<file path="config.mk">
export PLATFORM = sky130hd
export DESIGN_NAME = md_top
export DESIGN_NICKNAME = d
export VERILOG_FILES = /design/src/md_pkg.sv /design/src/md_mult.sv /design/src/md_div.sv /design/src/md_result_stage.sv /design/src/md_top.sv
export VERILOG_INCLUDE_DIRS = /design/src
export SDC_FILE = /design/constraint.sdc
export NUM_CORES = 1
export LEC_CHECK = 0
export BUFFER_PORTS_ARGS = -buffer_cell sky130_fd_sc_hd__clkbuf_2
export CORE_AREA = 4 4 240 242
export CTS_CLUSTER_SIZE = 14
export DETAILED_ROUTE_END_ITERATION = 10
export DIE_AREA = 0 0 244 246
export PLACE_DENSITY_LB_ADDON = 0.1
export SLEW_MARGIN = 30
export SYNTH_ARGS = -nofsm -noshare
export SYNTH_HDL_FRONTEND = slang
export SYNTH_SLANG_ARGS = --single-unit
</file>
<file path="constraint.sdc">
create_clock -name clk_i -period 12.81 [get_ports clk_i]
set_input_delay 0.6405 -clock clk_i [delete_from_list [all_inputs] [get_ports clk_i]]
set_output_delay 0.6405 -clock clk_i [all_outputs]
set_load 0.05 [all_outputs]
</file>
<file path="src/md_consts.svh">
/*
 * Constants of the multiply/divide unit
 * Data width, kernel half width, division step count and step counter width
 */

`ifndef MD_CONSTS_SVH
`define MD_CONSTS_SVH

// Operand and result width
`define MD_XLEN 32

// Kernel operand width without the extra sign bit
`define MD_HALF 16

// Compare iterations of the long division
`define MD_DIV_STEPS 32

// Step counter width, counts MD_DIV_STEPS - 1 down to 0
`define MD_CNT_W 5

`endif

</file>
<file path="src/md_pkg.sv">
/*
 * Types of the multiply/divide unit
 * Operation enum, request struct and per-unit result struct
 */

`default_nettype none

`include "md_consts.svh"

package md_pkg;

  typedef enum logic [1:0] {
    MD_OP_MUL  = 2'd0,
    MD_OP_MULH = 2'd1,
    MD_OP_DIV  = 2'd2,
    MD_OP_REM  = 2'd3
  } md_op_e;

  // Request seen by both units
  typedef struct packed {
    md_op_e              op;
    logic [1:0]          signed_mode;  // bit 0 for A, bit 1 for B
    logic [`MD_XLEN-1:0] op_a;
    logic [`MD_XLEN-1:0] op_b;
  } md_req_t;

  // Result of one unit, done is a single-cycle strobe
  typedef struct packed {
    logic                done;
    logic [`MD_XLEN-1:0] result;
  } md_res_t;

endpackage

`default_nettype wire

</file>
<file path="src/md_mult.sv">
/*
 * Sequential multiplier for MUL and MULH
 * One 17x17 signed multiply-accumulate kernel stepped over four partial products
 */

`default_nettype none

`include "md_consts.svh"

module md_mult
  import md_pkg::*;
(
  input  logic    clk_i,
  input  logic    rst_ni,
  input  logic    start_i,
  input  md_req_t req_i,
  output md_res_t res_o,
  output logic    busy_o
);

  typedef enum logic [1:0] {
    ALBL, ALBH, AHBL, AHBH
  } mult_state_e;

  mult_state_e state_q, state_d;

  logic        [2*`MD_HALF+1:0] acc_q, acc_d;
  logic        [2*`MD_HALF+1:0] accum;
  logic signed [2*`MD_HALF+1:0] mac;
  logic        [`MD_HALF-1:0]   kern_a;
  logic        [`MD_HALF-1:0]   kern_b;
  logic                         kern_sign_a;
  logic                         kern_sign_b;
  logic                         op_sign_a;
  logic                         op_sign_b;
  logic                         signed_mult;
  logic                         is_mulh;
  logic                         mul_start;
  logic                         done_q, done_d;

  assign mul_start   = start_i & (req_i.op inside {MD_OP_MUL, MD_OP_MULH});
  assign is_mulh     = (req_i.op == MD_OP_MULH);
  assign signed_mult = (req_i.signed_mode != 2'b00);
  assign op_sign_a   = req_i.signed_mode[0] & req_i.op_a[`MD_XLEN-1];
  assign op_sign_b   = req_i.signed_mode[1] & req_i.op_b[`MD_XLEN-1];

  // Bit 34 of the full sum always equals bit 33, so 34 bits are kept
  assign mac = $signed({kern_sign_a, kern_a}) * $signed({kern_sign_b, kern_b})
             + $signed(accum);

  always_comb begin
    kern_a      = req_i.op_a[`MD_HALF-1:0];
    kern_b      = req_i.op_b[`MD_HALF-1:0];
    kern_sign_a = 1'b0;
    kern_sign_b = 1'b0;
    accum       = '0;
    acc_d       = acc_q;
    state_d     = state_q;
    done_d      = 1'b0;

    unique case (state_q)
      ALBL: begin
        // al*bl, unsigned with no carry
        if (mul_start) begin
          acc_d   = $unsigned(mac);
          state_d = ALBH;
        end
      end

      ALBH: begin
        // al*bh shifted by the half width
        kern_b      = req_i.op_b[`MD_XLEN-1:`MD_HALF];
        kern_sign_b = op_sign_b;
        accum       = {{(`MD_HALF+2){1'b0}}, acc_q[`MD_XLEN-1:`MD_HALF]};
        if (is_mulh) begin
          acc_d = $unsigned(mac);
        end else begin
          acc_d = {2'b00, mac[`MD_HALF-1:0], acc_q[`MD_HALF-1:0]};
        end
        state_d = AHBL;
      end

      AHBL: begin
        // ah*bl shifted by the half width
        kern_a      = req_i.op_a[`MD_XLEN-1:`MD_HALF];
        kern_sign_a = op_sign_a;
        if (is_mulh) begin
          accum   = acc_q;
          acc_d   = $unsigned(mac);
          state_d = AHBH;
        end else begin
          accum   = {{(`MD_HALF+2){1'b0}}, acc_q[`MD_XLEN-1:`MD_HALF]};
          acc_d   = {2'b00, mac[`MD_HALF-1:0], acc_q[`MD_HALF-1:0]};
          done_d  = 1'b1;
          state_d = ALBL;
        end
      end

      AHBH: begin
        // ah*bh plus the upper part of the running sum
        kern_a      = req_i.op_a[`MD_XLEN-1:`MD_HALF];
        kern_b      = req_i.op_b[`MD_XLEN-1:`MD_HALF];
        kern_sign_a = op_sign_a;
        kern_sign_b = op_sign_b;
        accum       = {{`MD_HALF{signed_mult & acc_q[2*`MD_HALF+1]}},
                       acc_q[2*`MD_HALF+1:`MD_HALF]};
        acc_d       = $unsigned(mac);
        done_d      = 1'b1;
        state_d     = ALBL;
      end

      default: begin
        state_d = ALBL;
      end
    endcase
  end

  always_ff @(posedge clk_i or negedge rst_ni) begin
    if (!rst_ni) begin
      state_q <= ALBL;
      done_q  <= 1'b0;
    end else begin
      state_q <= state_d;
      done_q  <= done_d;
    end
  end

  always_ff @(posedge clk_i) begin
    acc_q <= acc_d;
  end

  // Low word holds the product word selected by the operation
  assign res_o.done   = done_q;
  assign res_o.result = acc_q[`MD_XLEN-1:0];

  // Done cycle still counts as busy so the next start waits for the result stage
  assign busy_o = (state_q != ALBL) | done_q;

  a_state_known: assert property (@(posedge clk_i) disable iff (!rst_ni)
    !$isunknown(state_q));

endmodule

`default_nettype wire

</file>
<file path="src/md_div.sv">
/*
 * Sequential divider for DIV and REM
 * Restoring long division with its own 33-bit subtractor and zero-divisor early finish
 */

`default_nettype none

`include "md_consts.svh"

module md_div
  import md_pkg::*;
(
  input  logic    clk_i,
  input  logic    rst_ni,
  input  logic    start_i,
  input  md_req_t req_i,
  output md_res_t res_o,
  output logic    busy_o
);

  typedef enum logic [2:0] {
    MD_IDLE, MD_ABS_A, MD_ABS_B, MD_COMP, MD_LAST, MD_CHANGE_SIGN, MD_FINISH
  } div_state_e;

  localparam logic [`MD_CNT_W-1:0] CNT_START = `MD_CNT_W'(`MD_DIV_STEPS - 1);

  div_state_e state_q, state_d;

  logic [`MD_XLEN-1:0]  rem_q, rem_d;
  logic [`MD_XLEN-1:0]  quot_q, quot_d;
  logic [`MD_XLEN-1:0]  num_q, num_d;
  logic [`MD_XLEN-1:0]  den_q, den_d;
  logic [`MD_CNT_W-1:0] cnt_q, cnt_d;
  logic [`MD_CNT_W-1:0] cnt_dec;
  logic                 done_q, done_d;

  logic [`MD_XLEN-1:0]  sub_a;
  logic [`MD_XLEN-1:0]  sub_b;
  logic [`MD_XLEN:0]    sub_res;
  logic                 is_ge;
  logic [`MD_XLEN-1:0]  next_rem;
  logic [`MD_XLEN-1:0]  next_quot;
  logic [`MD_XLEN-1:0]  one_shift;
  logic                 div_start;
  logic                 is_div;
  logic                 b_zero;
  logic                 sign_a;
  logic                 sign_b;
  logic                 quot_neg;

  assign div_start = start_i & (req_i.op inside {MD_OP_DIV, MD_OP_REM});
  assign is_div    = (req_i.op == MD_OP_DIV);
  assign b_zero    = (req_i.op_b == '0);
  assign sign_a    = req_i.signed_mode[0] & req_i.op_a[`MD_XLEN-1];
  assign sign_b    = req_i.signed_mode[1] & req_i.op_b[`MD_XLEN-1];
  assign quot_neg  = sign_a ^ sign_b;

  // Shared subtractor, the top bit is the borrow
  assign sub_res = {1'b0, sub_a} - {1'b0, sub_b};
  assign is_ge   = ~sub_res[`MD_XLEN];

  assign cnt_dec   = cnt_q - 1'b1;
  assign one_shift = {{(`MD_XLEN-1){1'b0}}, 1'b1} << cnt_q;
  assign next_rem  = is_ge ? sub_res[`MD_XLEN-1:0] : rem_q;
  assign next_quot = is_ge ? (quot_q | one_shift) : quot_q;

  always_comb begin
    state_d = state_q;
    rem_d   = rem_q;
    quot_d  = quot_q;
    num_d   = num_q;
    den_d   = den_q;
    cnt_d   = cnt_q;
    done_d  = 1'b0;
    sub_a   = '0;
    sub_b   = req_i.op_a;

    unique case (state_q)
      MD_IDLE: begin
        if (div_start) begin
          if (b_zero) begin
            // RISC-V results for a zero divisor, available after one cycle
            rem_d  = is_div ? '1 : req_i.op_a;
            done_d = 1'b1;
          end else begin
            state_d = MD_ABS_A;
          end
        end
      end

      MD_ABS_A: begin
        // |A| = 0 - A when negative
        sub_b   = req_i.op_a;
        num_d   = sign_a ? sub_res[`MD_XLEN-1:0] : req_i.op_a;
        quot_d  = '0;
        state_d = MD_ABS_B;
      end

      MD_ABS_B: begin
        sub_b   = req_i.op_b;
        den_d   = sign_b ? sub_res[`MD_XLEN-1:0] : req_i.op_b;
        rem_d   = {{(`MD_XLEN-1){1'b0}}, num_q[`MD_XLEN-1]};
        cnt_d   = CNT_START;
        state_d = MD_COMP;
      end

      MD_COMP: begin
        // Partial remainder stays below 2^31 here, so its top bit can be shifted out
        sub_a  = rem_q;
        sub_b  = den_q;
        rem_d  = {next_rem[`MD_XLEN-2:0], num_q[cnt_dec]};
        quot_d = next_quot;
        cnt_d  = cnt_dec;
        if (cnt_q == `MD_CNT_W'(1)) begin
          state_d = MD_LAST;
        end
      end

      MD_LAST: begin
        // Final step keeps only the word the operation returns
        sub_a   = rem_q;
        sub_b   = den_q;
        rem_d   = is_div ? next_quot : next_rem;
        state_d = MD_CHANGE_SIGN;
      end

      MD_CHANGE_SIGN: begin
        // Quotient takes the XOR of the signs, remainder the sign of A
        sub_b = rem_q;
        if (is_div ? quot_neg : sign_a) begin
          rem_d = sub_res[`MD_XLEN-1:0];
        end
        state_d = MD_FINISH;
      end

      MD_FINISH: begin
        done_d  = 1'b1;
        state_d = MD_IDLE;
      end

      default: begin
        state_d = MD_IDLE;
      end
    endcase
  end

  always_ff @(posedge clk_i or negedge rst_ni) begin
    if (!rst_ni) begin
      state_q <= MD_IDLE;
      cnt_q   <= '0;
      done_q  <= 1'b0;
    end else begin
      state_q <= state_d;
      cnt_q   <= cnt_d;
      done_q  <= done_d;
    end
  end

  always_ff @(posedge clk_i) begin
    rem_q  <= rem_d;
    quot_q <= quot_d;
    num_q  <= num_d;
    den_q  <= den_d;
  end

  assign res_o.done   = done_q;
  assign res_o.result = rem_q;
  assign busy_o       = (state_q != MD_IDLE) | done_q;

  a_state_legal: assert property (@(posedge clk_i) disable iff (!rst_ni)
    state_q inside {MD_IDLE, MD_ABS_A, MD_ABS_B, MD_COMP, MD_LAST, MD_CHANGE_SIGN, MD_FINISH});

  // Counter runs out in LAST and stays there until the next division
  a_idle_cnt_zero: assert property (@(posedge clk_i) disable iff (!rst_ni)
    (state_q == MD_IDLE) |-> (cnt_q == '0));

endmodule

`default_nettype wire

</file>
<file path="src/md_result_stage.sv">
/*
 * Result stage combining the multiplier and divider results
 * Holds the result until ready and derives the busy flag
 */

`default_nettype none

`include "md_consts.svh"

module md_result_stage
  import md_pkg::*;
(
  input  logic                clk_i,
  input  logic                rst_ni,
  input  md_res_t             mult_res_i,
  input  md_res_t             div_res_i,
  input  logic                mult_busy_i,
  input  logic                div_busy_i,
  input  logic                ready_i,
  output logic                valid_o,
  output logic [`MD_XLEN-1:0] result_o,
  output logic                busy_o
);

  logic                valid_q;
  logic [`MD_XLEN-1:0] result_q;
  logic                any_done;

  assign any_done = mult_res_i.done | div_res_i.done;

  always_ff @(posedge clk_i or negedge rst_ni) begin
    if (!rst_ni) begin
      valid_q <= 1'b0;
    end else if (any_done) begin
      valid_q <= 1'b1;
    end else if (ready_i) begin
      valid_q <= 1'b0;
    end
  end

  always_ff @(posedge clk_i) begin
    if (mult_res_i.done) begin
      result_q <= mult_res_i.result;
    end else if (div_res_i.done) begin
      result_q <= div_res_i.result;
    end
  end

  assign valid_o  = valid_q;
  assign result_o = result_q;
  assign busy_o   = mult_busy_i | div_busy_i | valid_q;

  // Only one operation is in flight, so the units never finish together
  a_single_done: assert property (@(posedge clk_i) disable iff (!rst_ni)
    !(mult_res_i.done && div_res_i.done));

  // A held result is always taken before the next one arrives
  a_no_overwrite: assert property (@(posedge clk_i) disable iff (!rst_ni)
    any_done |-> !valid_q);

endmodule

`default_nettype wire

</file>
<file path="src/md_top.sv">
/*
 * Top level of the multiply/divide unit
 * Multiplier, divider and result stage sharing one busy gate
 */

`default_nettype none

`include "md_consts.svh"

module md_top
  import md_pkg::*;
(
  input  logic                clk_i,
  input  logic                rst_ni,
  input  logic                start_i,
  input  md_req_t             req_i,
  input  logic                ready_i,
  output logic                busy_o,
  output logic                valid_o,
  output logic [`MD_XLEN-1:0] result_o
);

  logic    start_gated;
  md_res_t mult_res;
  md_res_t div_res;
  logic    mult_busy;
  logic    div_busy;

  // Starts while an operation or a held result is pending are dropped
  assign start_gated = start_i & ~busy_o;

  md_mult u_mult (
    .clk_i   (clk_i),
    .rst_ni  (rst_ni),
    .start_i (start_gated),
    .req_i   (req_i),
    .res_o   (mult_res),
    .busy_o  (mult_busy)
  );

  md_div u_div (
    .clk_i   (clk_i),
    .rst_ni  (rst_ni),
    .start_i (start_gated),
    .req_i   (req_i),
    .res_o   (div_res),
    .busy_o  (div_busy)
  );

  md_result_stage u_result (
    .clk_i       (clk_i),
    .rst_ni      (rst_ni),
    .mult_res_i  (mult_res),
    .div_res_i   (div_res),
    .mult_busy_i (mult_busy),
    .div_busy_i  (div_busy),
    .ready_i     (ready_i),
    .valid_o     (valid_o),
    .result_o    (result_o),
    .busy_o      (busy_o)
  );

endmodule

`default_nettype wire

</file>
# Word level (Yosys, flattened, before mapping)
# Index checks and enable logic that the tools add are counted.
[classes]
shifts = 1
n_addsub = 3
n_mux = 42
multipliers = 1
div_mod_pow = 0
n_reduce_logical = 22
n_eq_ne = 21
n_lt_le_gt_ge = 1
n_bitwise = 14
[ops]
columns = ["op", "n"]
rows = [
  ["2-to-1 mux 32 bit", 12],
  ["one-hot mux 34 bit (3 select lines)", 2],
  ["one-hot mux 32 bit (5 select lines)", 1],
  ["2-to-1 mux 34 bit", 3],
  ["one-hot mux 32 bit (3 select lines)", 1],
  ["one-hot mux 32 bit (2 select lines)", 1],
  ["adder 34 bit", 1],
  ["multiplier 17 x 17 -> 34 bit", 1],
  ["subtractor 32 x 32 -> 33 bit", 1],
  ["zero test 32 bit", 1],
  ["2-to-1 mux 16 bit", 2],
  ["bitwise OR 32 bit", 1],
  ["<< shifter 1 x 5 -> 32 bit (first input constant)", 1],
  ["one-hot mux 3 bit (6 select lines)", 1],
  ["nonzero test 2 bit", 8],
  ["inequality test 2 x 1 -> 1 bit (second input constant)", 6],
  ["one-hot mux 5 bit (2 select lines)", 1],
  ["== test 3 bit (second input constant)", 3],
  ["2-to-1 mux 1 bit", 9],
  ["2-to-1 mux 3 bit", 3],
  ["== test 2 bit (second input constant)", 4],
  ["one-hot mux 2 bit (4 select lines)", 1],
  ["OR reduction 2 bit", 4],
  ["AND 1 bit", 6],
  ["22 further kinds", 31],
]
[totals]
mem_bits_ro = 0
ramBits = 0
memories = 0
register_bits = 207
latch_bits = 0
inputBits = 72

# Logic depth before layout (Yosys ltp)
[depth]
depth_word = 9
ltp_mapped = 34

# By module
# Synthesis repeated with hierarchy kept, for this count alone.
[hier_totals]
cells_unflattened = 3044
hier_area_um2 = 27905.5
[modules_own_cells]
columns = ["module", "area_per_inst_um2", "instances", "cells_per_inst"]
rows = [
  ["md_mult", 15172.1, 1, 1708],
  ["md_div", 11165.7, 1, 1262],
  ["md_result_stage", 1554.0, 1, 73],
  ["md_top", 13.8, 1, 1],
]

# Least setup slack after synthesis
# No wires, ideal clock.
[synth_timing]
kind = "register -> register"
from = "register u_mult.state_q[0]"
to = "register u_mult.acc_q[31], data pin"
period_less_slack_ns = 9.141
path_buffers = 4
path_stages_with_launch = 31
required_ns = 12.543
arrival_ns = 8.874
path_slack_ns = 3.669
cell_sequence = "dfrtp_1 clkbuf_1 clkbuf_1 clkbuf_1 inv_1 ha_1 nor2_1 clkbuf_1 mux2i_1 nor2_1 fa_1 fa_1 inv_1 fa_1 inv_1 fa_1 fa_1 inv_1 fa_1 inv_1 ha_1 nand3_1 nand3b_1 a21o_1 a2111oi_0 o211ai_1 a2111oi_1 nor2_1 a31oi_1 xor2_1 a21oi_1"
[synth_via]
elab_chain_cells = 7
elab_cells_between_ends = 17
[synth_rtl]
columns = ["element", "line", "source"]
rows = [
  ["start, declared", "md_mult.sv:25", "mult_state_e state_q, state_d;"],
  ["start signal, assigned", "md_mult.sv:123", "state_q <= state_d;"],
  ["== test 2 bit / == test 2 x 1 -> 1 bit (equally long branches)", "md_mult.sv:61", "unique case (state_q)"],
  ["OR reduction 2 bit (no line)", "-", ""],
  ["2-to-1 mux 16 bit / 2-to-1 mux 1 bit (equally long branches)", "md_mult.sv:61", ""],
  ["multiplier 17 x 17 -> 34 bit", "md_mult.sv:48", "assign mac = $signed({kern_sign_a, kern_a}) * $signed({kern_sign_b, kern_b})"],
  ["adder 34 bit", "md_mult.sv:49", "+ $signed(accum);"],
  ["2-to-1 mux 34 bit, on equally long branches", "md_mult.sv:75, md_mult.sv:87, md_mult.sv:64", ""],
  ["one-hot mux 34 bit (3 select lines) (*)", "md_mult.sv:61", ""],
  ["named net u_mult.acc_d[31]", "md_mult.sv:27", "logic [2*`MD_HALF+1:0] acc_q, acc_d;"],
  ["end signal, assigned", "md_mult.sv:129", "acc_q <= acc_d;"],
  ["end, declared", "md_mult.sv:27", ""],
]
# Mark *: on every way through the listed nets, which the timed path passes. The rest lies on a longest branch. The select of a mux whose other input is x is not followed.
# A chain may end at the register's enable or synchronous reset.

# Worst setup path in the final report
# Same ends and word-level chain as after synthesis.

==> metrics <==
Initial Utilization=47.9%; Startpoint Class=flip-flop; RD Place Congestion=0.959; status=finished clean; drt pass-1 iters=6; Max Buffers Root-to-Sink=3; Slew HR=30.3%; fraction of registers with async set/reset=6.28%; die area=60000 sq um; share of the synthesized area in the top cell type=25.8%; Die Ht=246 um; CP Max Fanout=37; Req. time, crit path=13.12 ns; Tightest Pin Transition=1.02 ns; Fill cells=5191; WP data arrival=9.29 ns; Synth Register Bits=207; Area Growth Syn to Fin=8.94%; placed instance area=27800 sq um; GR Overflow Total=0; Post-DP HPWL=80700 um; critical path class=flip-flop to flip-flop; Post-synth EDFFs=194; post-route DRC violation count=0; Clock Root Buffer=clkbuf_16; Fin. Hold Viols=0; floorplan row count=86; vias=22072; Area contributors post-synth=fa_1, edfxtp_1, inv_1; CTS Buf Count=28; Seq/Total Area, Yosys=23.3%; Syn Nets=3396; largest net degree at the start of global routing=59; clock-pin slew on the worst setup and hold paths=0.06 ns; ANT cells=0; RSZ-0062 raised after global routing=no; Top cell by count, worst path=fa_1; Initial DRC Count=2435; Syn Std Cell Area=26400 sq um; Setup Skew=0.0394 ns; Top FF cell, synth=edfxtp_1; CP delay by family, top=adder cells; core area=55100 sq um; Via density=6.01; die width=244 um; Ports=106; Worst Setup End Kind=flip-flop; Mean Syn Cell Area=9.30 sq um; Distinct cells, synth=77; GRT Overall Usage=33.4%; final count of negative-setup-slack endpoints=0; fin. max-slew vios=0; routed wire length=100000 um; WL/cell=27.4 um; number of global-route vias before repair=22546; H-tree levels=1; first-pass GRT wire length=150000 um; setup TNS=0 ns; Worst Path Buf+Inv=7; Sink Count=207; slowest CP cell=mux2i_1; cell area after layout=28800 sq um; Skew-Pair Late Insertion Delay=0.60 ns; Gate Count Post-Synth=2840; Syn. warnings=0; Port Buf Inserts=105; Setup Buffers After CTS=0; initial antenna violation count=6; Hold Path Class=input pin to flip-flop; TritonCTS clock tree=built; delay of the slowest critical-path stage=0.91 ns; layout net count=3457; Peak Freq=111 MHz; crit share post-route=70.1%; Synth area leader=fa_1; max cap viols=0; fin crit period=8.97 ns; post-cts sizing count=0; ratio of cells with drive above 1 in the final layout=11.4%; ANT nets after route=0
## worst register-to-register path, delay by kind of cell (launching register included)
family,cells,cell delay [ns]
AO/OA/AOI/OAI,7,1.74
XOR/XNOR,1,0.18
adder cells (fa/ha/maj),8,3.72
buffers and inverters,7,1.30
flip-flops,1,0.32
multiplexers,1,0.94
AND/OR/NAND/NOR,4,0.52
## logic make-up (layout without fill, tap and decap cells)
kind of cell	Yosys count	in the layout	share of synthesized area [%]
multiplexers	194	194	8.09
adder cells (fa/ha/maj)	484	484	32.6
XOR/XNOR	71	71	2.36
flip-flops	207	207	23.3
buffers and inverters	607	690	8.78
AO/OA/AOI/OAI	526	526	12.8
AND/OR/NAND/NOR	751	751	12.1
## cells in the final DEF, fill, tap and decap left out, types with 9 or more instances in the layout
cell	instances
clkbuf_2	105
ha_1	144
nand3_1	14
xor2_1	27
dfrtp_1	12
xnor2_1	44
a21oi_1	119
nand2b_1	19
a221oi_1	14
o22ai_1	11
nor4_1	10
or2_2	11
buf_4	46
a31oi_1	25
nor3_1	18
o211ai_1	10
and3_1	10
clkbuf_16	28
nand2_1	284
o21ai_0	151
o31ai_1	9
o22a_1	15
nor2b_1	31
and2_1	22
o21a_1	13
inv_1	484
edfxtp_1	194
mux2i_1	104
a21o_1	25
a22oi_1	61
mux2_2	76
fa_1	340
nor2_1	293
## per-layer routing
layer / GRT usage (%) / part of all wire, % / vias to the layer above
li1: - / - / 9533
met1: 44.1 / 40 / 11144
met2: 54.7 / 47 / 1131
met3: 6.25 / 8.7 / 258
met4: 13.8 / 5.2 / 6
met5: 0 / 0.046 / -
## synthesized netlist by cell type, drive strengths merged, types with 13 or more instances
cell    count
edfxtp    194
buf        25
inv       484
nor2b      34
o21ai     156
nor2      302
a21o       25
dfrtp      13
nand2     289
nand3      14
nor3       19
a31oi      27
xor2       27
a221oi     14
mux2i     110
a22oi      61
xnor2      44
ha        144
a21oi     121
clkbuf     97
fa        340
mux2       76
and2       24
o21a       13
nand2b     19
o22a       15
## flip-flops by register name, indices dropped and copies added, names as in the netlist
signal / flops
u_div.cnt_q: 5
u_div.den_q: 32
u_div.done_q: 1
u_div.num_q: 32
u_div.quot_q: 32
u_div.rem_q: 32
u_div.state_q: 3
u_mult.acc_q: 34
u_mult.done_q: 1
u_mult.state_q: 2
u_result.result_o: 32
u_result.valid_o: 1
## stage by stage
step | utilization (%) | hold slack (ns) | setup slack (ns) | std cells
after floorplan | - | 0.345 | 3.67 | 2840
after global placement | 50.5 | 0.462 | 4.06 | 3617
after detailed placement | 50.5 | 0.465 | 3.99 | 3618
after CTS | 52.2 | 0.244 | 3.93 | 3671
after global routing | 52.2 | 0.251 | 3.45 | 3671
final | 52.2 | 0.259 | 3.84 | 3671
## area by class of cell
class / instances / area (sq um) / share of cell area [%]
clock inverters: 19 / 183 / 0.635
flip-flops and latches: 207 / 6150 / 21.4
clock buffers: 33 / 719 / 2.50
repair buffers: 153 / 908 / 3.16
multi-input cells: 2026 / 18000 / 62.7
inverters: 485 / 1820 / 6.33
well taps: 748 / 936 / 3.25
## timing repair
item,CTS,global route
endpoints found under the setup margin,0,0
hold buffers,1,0
endpoints found under the hold margin,3,0
## final timing paths
check,startpoint,to,slack [ns],cells past startpoint
worst max-delay path,u_mult.state_q[0],u_mult.acc_q[31],3.84,28
min in group asynchronous,rst_ni,u_div.cnt_q[0],0.53,2
worst min register to register,u_div.done_q,u_result.valid_o,0.49,2
worst max register to register,u_mult.state_q[0],u_mult.acc_q[31],3.84,28
worst min-delay path,ready_i,u_result.valid_o,0.26,2
max in group asynchronous,rst_ni,u_div.state_q[0],11.85,2
Power is left out: the tool's default activity adds up to more than one toggle a clock period on the data nets, which glitch-free logic cannot reach.
